$ cat src/verilog/cv_pad_pkg.sv
`default_nettype none

package cv_pad_pkg;

	// ========================================================================
	// Report and controller structs
	// ========================================================================

	// One parsed port report from the low-latency pad link
	typedef struct packed {
		logic [31:0] buttons;
		// Left stick, centre near 128
		logic [7:0]  stick_x;
		logic [7:0]  stick_y;
		// Controller identity as reported by the adapter
		logic [7:0]  pad_type;
		logic        en;
	} llapi_pad_t;

	// Console joystick word, one bit per logical control
	typedef struct packed {
		logic       blue_tr;
		logic       purple_tr;
		// Index 0 to 9 is the digit itself
		logic [9:0] digit;
		logic       hash;
		logic       star;
		logic       fire2;
		logic       fire1;
		logic       up;
		logic       down;
		logic       left;
		logic       right;
	} cv_joy_t;

	// Controller lines of one player, all active low
	typedef struct packed {
		logic [3:0] lines;
		logic       fire_n;
	} cv_ctrl_t;

	// ========================================================================
	// Controller type codes
	// ========================================================================

	localparam logic [7:0] PAD_COLECO_A  = 8'd1;
	localparam logic [7:0] PAD_COLECO_B  = 8'd34;
	localparam logic [7:0] PAD_JAGUAR    = 8'd11;
	localparam logic [7:0] PAD_NTT_A     = 8'd47;
	localparam logic [7:0] PAD_NTT_B     = 8'd27;
	localparam logic [7:0] PAD_ATARI5200 = 8'd6;
	// Adapter reports this with nothing plugged in
	localparam logic [7:0] PAD_NONE_HI   = 8'd255;

	// Keypad line codes as seen by the console
	localparam logic [3:0] KEY_0      = 4'b0011;
	localparam logic [3:0] KEY_1      = 4'b1110;
	localparam logic [3:0] KEY_2      = 4'b1101;
	localparam logic [3:0] KEY_3      = 4'b0110;
	localparam logic [3:0] KEY_4      = 4'b0001;
	localparam logic [3:0] KEY_5      = 4'b1001;
	localparam logic [3:0] KEY_6      = 4'b0111;
	localparam logic [3:0] KEY_7      = 4'b1100;
	localparam logic [3:0] KEY_8      = 4'b1000;
	localparam logic [3:0] KEY_9      = 4'b1011;
	localparam logic [3:0] KEY_STAR   = 4'b1010;
	localparam logic [3:0] KEY_HASH   = 4'b0101;
	localparam logic [3:0] KEY_PURPLE = 4'b0100;
	localparam logic [3:0] KEY_BLUE   = 4'b0010;
	localparam logic [3:0] KEY_NONE   = 4'b1111;

	// Fixed button positions in the report, HID id minus one
	localparam logic [4:0] BTN_FIRE1  = 5'd0;
	localparam logic [4:0] BTN_FIRE2  = 5'd1;
	localparam logic [4:0] BTN_START  = 5'd5;
	// Digits 1 to 9 follow on from here
	localparam logic [4:0] BTN_DIGIT1 = 5'd8;
	localparam logic [4:0] BTN_STAR   = 5'd17;
	localparam logic [4:0] BTN_DIGIT0 = 5'd18;
	localparam logic [4:0] BTN_HASH   = 5'd19;
	localparam logic [4:0] BTN_RIGHT  = 5'd24;
	localparam logic [4:0] BTN_LEFT   = 5'd25;
	localparam logic [4:0] BTN_DOWN   = 5'd26;
	localparam logic [4:0] BTN_UP     = 5'd27;

endpackage

`default_nettype wire

$ cat src/verilog/llapi_status.sv
`default_nettype none
`timescale 1ns/100ps

module llapi_status (
	input  wire                         clk_sys,
	input  wire                         reset,
	input  wire cv_pad_pkg::llapi_pad_t pad_a_i,
	input  wire cv_pad_pkg::llapi_pad_t pad_b_i,
	output logic [1:0]                  present_o,
	output logic                        osd_req_o
);
	import cv_pad_pkg::*;

	// Both ports side by side, index 0 is port A
	llapi_pad_t [1:0] pad;

	// Sticky, set by the first nonzero button word
	logic [1:0] seen_q;
	// Type code names a real controller
	logic [1:0] type_ok;
	// Down + start + fire 1 held on that port
	logic [1:0] chord;

	assign pad = {pad_b_i, pad_a_i};

	// ========================================================================
	// Per-port decode
	// ========================================================================

	always_comb begin
		for (int p = 0; p < 2; p++) begin
			// Type 0 means Atari mode or empty, 255 means empty
			type_ok[p] = (pad[p].pad_type != 8'd0) && (pad[p].pad_type != PAD_NONE_HI);
			chord[p]   = pad[p].buttons[BTN_DOWN] &
				pad[p].buttons[BTN_START] &
				pad[p].buttons[BTN_FIRE1];
		end
	end

	// ========================================================================
	// Registered presence and menu request
	// ========================================================================

	always_ff @(posedge clk_sys) begin
		if (reset) begin
			seen_q    <= 2'b00;
			present_o <= 2'b00;
			osd_req_o <= 1'b0;
		end else begin
			for (int p = 0; p < 2; p++) begin
				// Any press proves a pad is there
				if (|pad[p].buttons) begin
					seen_q[p] <= 1'b1;
				end
				// Seen flag adds one cycle on unidentified pads
				present_o[p] <= pad[p].en && (type_ok[p] || seen_q[p]);
			end
			// Either player may open the menu
			osd_req_o <= |chord;
		end
	end

endmodule

`default_nettype wire

$ cat src/verilog/llapi_pad_mapper.sv
`default_nettype none
`timescale 1ns/100ps

module llapi_pad_mapper #(
	parameter int unsigned STICK_LOW  = 50,
	parameter int unsigned STICK_HIGH = 200
) (
	input  wire                         clk_sys,
	input  wire                         reset,
	input  wire cv_pad_pkg::llapi_pad_t pad_i,
	input  wire                         present_i,
	output cv_pad_pkg::cv_joy_t         joy_o
);
	import cv_pad_pkg::*;

	// Button layouts
	localparam logic [1:0] LAY_COLECO = 2'd0;
	localparam logic [1:0] LAY_JAGUAR = 2'd1;
	localparam logic [1:0] LAY_A5200  = 2'd2;
	// NTT and anything unknown
	localparam logic [1:0] LAY_NTT    = 2'd3;

	logic [1:0]  layout;
	logic [31:0] btn;
	logic        stk_right;
	logic        stk_left;
	logic        stk_down;
	logic        stk_up;
	cv_joy_t     joy_d;

	assign btn = pad_i.buttons;

	// ========================================================================
	// Type decode
	// ========================================================================

	always_comb begin
		case (pad_i.pad_type)
			PAD_COLECO_A, PAD_COLECO_B: layout = LAY_COLECO;
			PAD_JAGUAR:                 layout = LAY_JAGUAR;
			PAD_ATARI5200:              layout = LAY_A5200;
			PAD_NTT_A, PAD_NTT_B:       layout = LAY_NTT;
			// Unknown pads get the SNES-style layout
			default:                    layout = LAY_NTT;
		endcase
	end

	// Analog stick to digital, outside the dead band
	assign stk_right = (pad_i.stick_x > STICK_HIGH);
	assign stk_left  = (pad_i.stick_x < STICK_LOW);
	assign stk_down  = (pad_i.stick_y > STICK_HIGH);
	assign stk_up    = (pad_i.stick_y < STICK_LOW);

	// ========================================================================
	// Joystick word build
	// ========================================================================

	always_comb begin
		joy_d = '0;

		// Keypad positions are common to every type
		joy_d.digit[0] = btn[BTN_DIGIT0];
		for (int d = 1; d < 10; d++) begin
			joy_d.digit[d] = btn[BTN_DIGIT1 + d - 1];
		end
		joy_d.star = btn[BTN_STAR];
		joy_d.hash = btn[BTN_HASH];

		// D-pad from buttons unless the stick takes over below
		joy_d.up    = btn[BTN_UP];
		joy_d.down  = btn[BTN_DOWN];
		joy_d.left  = btn[BTN_LEFT];
		joy_d.right = btn[BTN_RIGHT];

		case (layout)
			LAY_COLECO: begin
				joy_d.purple_tr = btn[2];
				joy_d.blue_tr   = btn[3];
				joy_d.fire1     = btn[BTN_FIRE1];
				joy_d.fire2     = btn[BTN_FIRE2];
			end
			LAY_JAGUAR: begin
				// C and B face buttons as the triggers
				joy_d.purple_tr = btn[5];
				joy_d.blue_tr   = btn[4];
				joy_d.fire1     = btn[BTN_FIRE1];
				joy_d.fire2     = btn[7];
			end
			LAY_A5200: begin
				// No trigger buttons on this pad
				joy_d.fire1 = btn[BTN_FIRE1];
				joy_d.fire2 = btn[BTN_FIRE2];
				joy_d.up    = stk_up;
				joy_d.down  = stk_down;
				joy_d.left  = stk_left;
				joy_d.right = stk_right;
			end
			default: begin
				joy_d.purple_tr = btn[2];
				joy_d.blue_tr   = btn[3];
				// Shoulder buttons double the fires
				joy_d.fire1     = btn[BTN_FIRE1] | btn[6];
				joy_d.fire2     = btn[BTN_FIRE2] | btn[7];
			end
		endcase
	end

	// Absent port reads as nothing held
	always_ff @(posedge clk_sys) begin
		if (reset) begin
			joy_o <= '0;
		end else if (present_i) begin
			joy_o <= joy_d;
		end else begin
			joy_o <= '0;
		end
	end

endmodule

`default_nettype wire

$ cat src/verilog/cv_ctrl_encoder.sv
`default_nettype none
`timescale 1ns/100ps

module cv_ctrl_encoder (
	input  wire                      clk_sys,
	input  wire                      reset,
	input  wire cv_pad_pkg::cv_joy_t joy_a_i,
	input  wire cv_pad_pkg::cv_joy_t joy_b_i,
	input  wire                      swap_i,
	// Per-player strobes from the console, active low
	input  wire [1:0]                keypad_sel_n_i,
	input  wire [1:0]                stick_sel_n_i,
	output cv_pad_pkg::cv_ctrl_t [1:0] ctrl_o
);
	import cv_pad_pkg::*;

	// Line code per keypad input, in priority order
	localparam logic [3:0] KEY_TAB [14] = '{
		KEY_0, KEY_1, KEY_2, KEY_3, KEY_4,
		KEY_5, KEY_6, KEY_7, KEY_8, KEY_9,
		KEY_STAR, KEY_HASH, KEY_PURPLE, KEY_BLUE
	};

	// Words after the player swap
	cv_joy_t [1:0]  player;
	cv_ctrl_t [1:0] ctrl_d;

	// ========================================================================
	// Keypad priority encoder
	// ========================================================================

	// Lowest index held wins, nothing held gives all ones
	function automatic logic [3:0] key_code(input cv_joy_t j);
		logic [13:0] held;
		logic [3:0]  code;

		// Digit 0 at bit 0, blue trigger at the top
		held = {j.blue_tr, j.purple_tr, j.hash, j.star, j.digit};
		code = KEY_NONE;
		// Walk from lowest priority so the winner writes last
		for (int k = 13; k >= 0; k--) begin
			if (held[k]) begin
				code = KEY_TAB[k];
			end
		end
		return code;
	endfunction

	// Player swap
	assign player[0] = swap_i ? joy_b_i : joy_a_i;
	assign player[1] = swap_i ? joy_a_i : joy_b_i;

	// ========================================================================
	// Line encoding
	// ========================================================================

	always_comb begin
		logic [3:0] kp_lines;
		logic [3:0] js_lines;
		logic       kp_fire;
		logic       js_fire;

		for (int p = 0; p < 2; p++) begin
			// Deselected halves float high
			kp_lines = 4'b1111;
			js_lines = 4'b1111;
			kp_fire  = 1'b1;
			js_fire  = 1'b1;

			// Keypad half carries the right fire
			if (!keypad_sel_n_i[p]) begin
				kp_lines = key_code(player[p]);
				kp_fire  = ~player[p].fire2;
			end

			// Joystick half, up on the top line
			if (!stick_sel_n_i[p]) begin
				js_lines = ~{player[p].up, player[p].down, player[p].left, player[p].right};
				js_fire  = ~player[p].fire1;
			end

			// Open-collector style merge of both halves
			ctrl_d[p].lines  = kp_lines & js_lines;
			ctrl_d[p].fire_n = kp_fire & js_fire;
		end
	end

	// All lines idle high out of reset
	always_ff @(posedge clk_sys) begin
		if (reset) begin
			ctrl_o <= '1;
		end else begin
			ctrl_o <= ctrl_d;
		end
	end

endmodule

`default_nettype wire

$ cat src/verilog/coleco_pad_bridge.sv
`default_nettype none
`timescale 1ns/100ps

module coleco_pad_bridge #(
	// Stick dead band for 5200 pads
	parameter int unsigned STICK_LOW  = 50,
	parameter int unsigned STICK_HIGH = 200
) (
	input  wire                         clk_sys,
	input  wire                         reset,
	input  wire cv_pad_pkg::llapi_pad_t pad_a_i,
	input  wire cv_pad_pkg::llapi_pad_t pad_b_i,
	input  wire                         swap_i,
	input  wire [1:0]                   keypad_sel_n_i,
	input  wire [1:0]                   stick_sel_n_i,
	output cv_pad_pkg::cv_ctrl_t [1:0]  ctrl_o,
	output logic                        osd_req_o
);
	import cv_pad_pkg::*;

	// Bit 0 is port A
	logic [1:0] present;
	cv_joy_t    joy_a;
	cv_joy_t    joy_b;

	// Presence and menu chord
	llapi_status u_status (
		.clk_sys   (clk_sys),
		.reset     (reset),
		.pad_a_i   (pad_a_i),
		.pad_b_i   (pad_b_i),
		.present_o (present),
		.osd_req_o (osd_req_o)
	);

	// Port A remap
	llapi_pad_mapper #(
		.STICK_LOW  (STICK_LOW),
		.STICK_HIGH (STICK_HIGH)
	) u_map_a (
		.clk_sys   (clk_sys),
		.reset     (reset),
		.pad_i     (pad_a_i),
		.present_i (present[0]),
		.joy_o     (joy_a)
	);

	// Port B remap
	llapi_pad_mapper #(
		.STICK_LOW  (STICK_LOW),
		.STICK_HIGH (STICK_HIGH)
	) u_map_b (
		.clk_sys   (clk_sys),
		.reset     (reset),
		.pad_i     (pad_b_i),
		.present_i (present[1]),
		.joy_o     (joy_b)
	);

	// Swap and console line encoding
	cv_ctrl_encoder u_encoder (
		.clk_sys        (clk_sys),
		.reset          (reset),
		.joy_a_i        (joy_a),
		.joy_b_i        (joy_b),
		.swap_i         (swap_i),
		.keypad_sel_n_i (keypad_sel_n_i),
		.stick_sel_n_i  (stick_sel_n_i),
		.ctrl_o         (ctrl_o)
	);

endmodule

`default_nettype wire

$ cat config.mk
export PLATFORM = sky130hd
export DESIGN_NAME = coleco_pad_bridge
export DESIGN_NICKNAME = d
export VERILOG_FILES = /design/src/verilog/cv_pad_pkg.sv /design/src/verilog/llapi_status.sv /design/src/verilog/llapi_pad_mapper.sv /design/src/verilog/cv_ctrl_encoder.sv /design/src/verilog/coleco_pad_bridge.sv
export SDC_FILE = /design/constraint.sdc
export NUM_CORES = 1
export LEC_CHECK = 0
export BUFFER_PORTS_ARGS = -buffer_cell sky130_fd_sc_hd__buf_4
export CAP_MARGIN = 20
export CORE_MARGIN = 2
export CORE_UTILIZATION = 53
export DETAILED_ROUTE_END_ITERATION = 10
export MAX_ROUTING_LAYER = met4
export PLACE_DENSITY = 0.94
export SYNTH_ARGS = -nofsm -noshare
export SYNTH_HDL_FRONTEND = slang
export SYNTH_HIERARCHICAL = 1
export SYNTH_SLANG_ARGS = --single-unit
$ cat constraint.sdc
create_clock -name clk_sys -period 3.4 [get_ports clk_sys]
set_input_delay 0.34 -clock clk_sys [delete_from_list [all_inputs] [get_ports clk_sys]]
set_output_delay 0.34 -clock clk_sys [all_outputs]
set_load 0.01 [all_outputs]
Yosys cells after proc, flatten, opt, wreduce, memory -nomap -nowiden:

Index checks and enable logic that the tools add are counted.

* RAM bits: 0
* bits of input ports: 121
* memories: 0
* bits in latches: 0
* memory bits (read-only): 0
* register bits: 55
* output and inout bits: 11
* logic and storage cells: 137

* bitwise gates (word level): 20
* multipliers: 0
* equal/unequal tests: 14
* shift-type cells: 0
* $add $sub $neg: 0
* divide/modulo/power cells: 0
* reduce and logical (&&, ||, !) cells: 19
* order comparisons: 8
* muxes and demuxes: 46

Operators by type and width (count)
* two-way mux 4 bit: 34
* OR reduction 32 bit: 2
* two-way mux 20 bit: 2
* greater-than comparator 8 bit (second input constant): 4
* < comparator 8 x 6 -> 1 bit (second input constant): 4
* equality test 8 x 1 -> 1 bit (second input constant): 2
* equality test 8 x 3 -> 1 bit (second input constant): 2
* equality test 8 x 4 -> 1 bit (second input constant): 2
* equality test 8 x 6 -> 1 bit (second input constant): 2
* != test 8 bit (second input constant): 2
* one-hot mux 2 bit (2 select lines): 4
* nonzero test 8 bit: 2
* OR reduction 2 bit: 7
* one-hot mux 2 bit (3 select lines): 2
* bitwise AND 4 bit: 2
* inverter 4 bit: 2
* bitwise AND 1 bit: 6
* inverter 1 bit: 6
* equality test 2 x 1 -> 1 bit (second input constant): 2
* equality test 2 bit (second input constant): 2
* logical AND 1 bit: 4
* zero test 2 bit: 2
* two-way mux 1 bit: 4
* bitwise OR 1 bit: 4
* logical OR 1 bit: 2

Longest topological paths before layout:

* depth after elaboration: 17
* depth in mapped cells: 10
* depth with buffers taken out: 9

Hierarchy:

The synthesis kept the hierarchy.

Modules (own cells, without submodules)
* llapi_pad_mapper: sequential area each 400.4 um^2, area an instance 903.4 um^2, cells an instance 97, times used 2
* cv_ctrl_encoder: sequential area each 200.2 um^2, area an instance 1081.0 um^2, cells an instance 131, times used 1
* llapi_status: sequential area each 100.1 um^2, area an instance 371.6 um^2, cells an instance 47, times used 1

Worst setup path after synthesis:

No wires, ideal clock.

* path type: in2reg
* start point: input pad_a_i[8] (netlist name)
* end point: register u_map_a/joy_o[5] (netlist name)
* stages on the path: 10
* library setup time: 0.103 ns
* setup slack: 1.023 ns
* data required time: 3.297 ns
* data arrival time: 2.273 ns
* path buffers: 1
* cell sequence: nor4_4 -> nand3b_2 -> or3_4 -> inv_1 -> ha_1 -> clkbuf_1 -> nor4_1 -> a41oi_1 -> o221ai_1 -> a2111oi_2

* longest elaborated chain between the ends: 6
* elaborated cells on any way between the ends: 11
* those cells by class: eq/ne: 6; mux: 2; reduce/logical: 3

RTL lines
* start: declaration: line coleco_pad_bridge.sv:11 `input wire cv_pad_pkg::llapi_pad_t pad_a_i,`
* equality test 8 x 1 -> 1 bit or equality test 8 x 6 -> 1 bit (tied branches): line llapi_pad_mapper.sv:38 `case (pad_i.pad_type)`
* OR reduction 2 bit: line llapi_pad_mapper.sv:38
* one-hot mux 2 bit (3 select lines) *: line llapi_pad_mapper.sv:38
* equality test 2 bit or zero test 2 bit (tied branches): line llapi_pad_mapper.sv:75 `case (layout)`
* OR reduction 2 bit (no line)
* one-hot mux 2 bit (2 select lines) *: line llapi_pad_mapper.sv:75
* end signal: assignment: line llapi_pad_mapper.sv:113 `joy_o <= joy_d;`
* end: declaration: line llapi_pad_mapper.sv:12 `output cv_pad_pkg::cv_joy_t joy_o`

Mark *: on every way between the ends. The rest lies on a longest branch, timed or not.
A chain may end at the register's enable or synchronous reset.

Worst setup path after layout:

* start point: input pad_b_i[8] (netlist name)
* end point: register u_map_b/joy_o[5] (netlist name)

* longest elaborated chain between the ends: 6
* elaborated cells on any way between the ends: 11
* those cells by class: eq/ne: 6; mux: 2; reduce/logical: 3

RTL lines
* start: declaration: line coleco_pad_bridge.sv:12 `input wire cv_pad_pkg::llapi_pad_t pad_b_i,`
* equality test 8 x 1 -> 1 bit or equality test 8 x 6 -> 1 bit (tied branches): line llapi_pad_mapper.sv:38
* OR reduction 2 bit: line llapi_pad_mapper.sv:38
* one-hot mux 2 bit (3 select lines) *: line llapi_pad_mapper.sv:38
* equality test 2 bit or zero test 2 bit (tied branches): line llapi_pad_mapper.sv:75
* OR reduction 2 bit (no line)
* one-hot mux 2 bit (2 select lines) *: line llapi_pad_mapper.sv:75
* end signal: assignment: line llapi_pad_mapper.sv:113
* end: declaration: line llapi_pad_mapper.sv:12

Marked as above.

==> impl_metrics.env <==
export IMPL_drt_pass1_iterations=5
export IMPL_synth_mux_area_fraction_pct=5.298
export IMPL_synth_top_cell_by_area="dfxtp_1"
export IMPL_multi_input_area_mm2=0.002036
export IMPL_path_clk_slew_ns=0.10
export IMPL_hold_class="in2reg"
export IMPL_max_freq_mhz=415.7
export IMPL_synth_top_family_by_area="simple AND/OR/NAND/NOR gates"
export IMPL_synth_yosys_warnings=6
export IMPL_detailedPlace_worstSlack_ns=0.7366
export IMPL_worst_slack_ns=0.9945
export IMPL_startpoint_type="input port"
export IMPL_crit_path_max_fanout=8
export IMPL_clk_path_buf_depth=2
export IMPL_antenna_cells=0
export IMPL_synth_edff_count=0
export IMPL_p_seq_share_pct=48.4
export IMPL_grt_max_degree=35
export IMPL_syn_avg_cell_area_um2=8.762
export IMPL_power_mw=1.411
export IMPL_place_hpwl_um=7594
export IMPL_tns_ns=0
export IMPL_via_per_inst=6.220
export IMPL_synthCells=372
export IMPL_fin_cells=578
export IMPL_areaGrowthSynthToFinish_pct=34.74
export IMPL_pwr_share_clk_pct=30.3
export IMPL_drtIter0Drc=252
export IMPL_synth_xor_area_share_pct=0
export IMPL_internal_power_mw=1.045
export IMPL_initial_core_util_pct=55.05
export IMPL_clock_latency_ns=0.31
export IMPL_min_period_over_period_pct=70.75
export IMPL_fin_nets=630
export IMPL_setup_viol=0
export IMPL_power_switching_mw=0.3664
export IMPL_worstPathArrival_ns=2.62
export IMPL_routed_wirelength_um=9695
export IMPL_grt_setup_unrepaired="false"
export IMPL_cts_buffers=5
export IMPL_grt_first_pass_wirelength_um=14820
export IMPL_ctsHoldBuffers=0
export IMPL_yosysSeqAreaShare_pct=33.78
export IMPL_outcome="completed"
export IMPL_layout_common_cells="133 x buf_4, 55 x dfxtp_1, 33 x nor2_1"
export IMPL_cp_end_kind="flip-flop"
export IMPL_slew_headroom_pct=63.68
export IMPL_synth_seq_cells=55
export IMPL_fill_cells=432
export IMPL_utilization_pct=74.18
export IMPL_yosys_top_cells_area="dfxtp_1 34%, and2_1 4.6%, mux2i_1 4.6%, nor4_1 4.2%, nor2_1 3.8%"
export IMPL_post_route_min_period_ns=2.405
export IMPL_die_h_um=82.42
export IMPL_critical_path_class="in2reg"
export IMPL_synth_fp_nets=499
export IMPL_synthDistinctLibCells=56
export IMPL_cts_setup_buffers=0
export IMPL_placeableCoreArea_mm2=0.005921
export IMPL_async_flop_share_pct=0
export IMPL_finalHoldViolCount=0
export IMPL_ff_latch_area_mm2=0.001101
export IMPL_fin_area_mm2=0.004392
export IMPL_p_per_area_mw_per_mm2=321.3
export IMPL_h_tree_depth=2
export IMPL_p_comb_share_pct=21.3
export IMPL_ir_drop_uv=182.0
export IMPL_placed_area_mm2=0.004285
export IMPL_cap_violations=0
export IMPL_vias=3595
export IMPL_row_count=28
export IMPL_die_w_um=82.42
export IMPL_hold_slack_ns=0.2359
export IMPL_finalClockSkew_ns=0.006813
export IMPL_gp_congestion=0.8980
export IMPL_ioPinCount=132
export IMPL_overflow=0
export IMPL_drcViolationCount=0
export IMPL_ant_nets=0
export IMPL_clkSinkCount=55
export IMPL_dp_cells=571
export IMPL_grt_pass1_vias=3207
export IMPL_drive_above_1_share_pct=32.80
export IMPL_switching_share_pct=25.97
export IMPL_netlist_area_mm2=0.003259
export IMPL_grt_usage_pct=29.27
export IMPL_power_leakage_nw=1.815
export IMPL_antenna_found_initial=0
export IMPL_synth_fa_ha_area_share_pct=2.303
export IMPL_netlist_area_leader_share_pct=33.78
export IMPL_routedWlPerCell_um=16.77
export IMPL_synthSimpleGateAreaFrac_pct=30.67
export IMPL_cts_root_buffer="clkbuf_8"
export IMPL_synthFlopType="dfxtp_1"
export IMPL_synth_compound_area_share_pct=24.18
export IMPL_finalMaxSlewViolations=0
export IMPL_layout_commonest_cell="buf_4"
export IMPL_worstPathRequired_ns=3.61
export IMPL_portBuffers=131
export IMPL_worst_pin_slew_ns=0.5390
export IMPL_cts_resized=0
export IMPL_cts_tree="yes"
export IMPL_dieArea_mm2=0.006793
cell usage after synthesis (8+ instances only):
library cell   n
nand2_1       12
mux2i_1       15
inv_1         15
nand4_1        8
a21oi_1       21
nand2b_1      11
nor4_1        22
nor2_1        33
a31oi_1       10
nor3_1        13
o21ai_0        9
and2_1        24
nor2b_1        8
dfxtp_1       55
nand3_1        8
power by group through the flow:
stage | clock network (mW) | registers [mW] | logic, mW
floorplan | 0 | 0.697 | 0.119
global placement | 0 | 0.697 | 0.286
detailed placement | 0 | 0.698 | 0.294
CTS | 0.428 | 0.683 | 0.296
global route | 0.457 | 0.686 | 0.323
finish | 0.427 | 0.683 | 0.301
registers in the layout, summed over array words and instances (netlist names):
name                count
u_map_b/joy_o          20
u_status/osd_req_o      1
u_encoder/ctrl_o       10
u_map_a/joy_o          20
u_status/present_o      2
u_status/seen_q         2
layer usage:
| layer | wire length, um | vias to the layer above | track usage [%] |
|---|---|---|---|
| met5 | 0 | - | - |
| met4 | 213 | 0 | 9.500 |
| met3 | 815 | 28 | 4.022 |
| met2 | 4991 | 234 | 51.37 |
| met1 | 3675 | 1631 | 34.43 |
| li1 | - | 1702 | - |
worst max-delay path, cell delays in order:
cell,delay (ns)
buf_4,0.13
nor4_4,0.41
nand3b_2,0.17
or3_4,0.39
inv_1,0.07
ha_1,0.32
nor4_1,0.10
a41oi_1,0.19
o221ai_1,0.15
a2111oi_2,0.34
final cells by class:
type / instances / share of cell area (%)
Clock buffer: 5 / 1.567
Clock inverter: 2 / 0.8547
Inverter: 15 / 1.282
Multi-Input combinational cell: 293 / 46.35
Sequential cell: 55 / 25.07
Tap cell: 75 / 2.137
Timing Repair Buffer: 133 / 22.74
final timing paths:
path	from	to	slack, ns	cells after the start
worst max-delay path	pad_b_i[8]	u_map_b/joy_o[5]	0.99	10
worst min register to register	u_status/present_o[1]	u_map_b/joy_o[3]	0.55	2
worst max register to register	u_map_b/joy_o[15]	u_encoder/ctrl_o[9]	1.86	4
worst min-delay path	pad_a_i[44]	u_map_a/joy_o[7]	0.24	2
cell families (layout without fill, tap and decap cells):
kind of cell	Yosys count	in the layout
fa+ha+maj	6	6
compound gates	104	104
simple gates	167	167
buf+inv	24	155
flops	55	55
mux	16	16
Power figures use the tool's default switching activity.
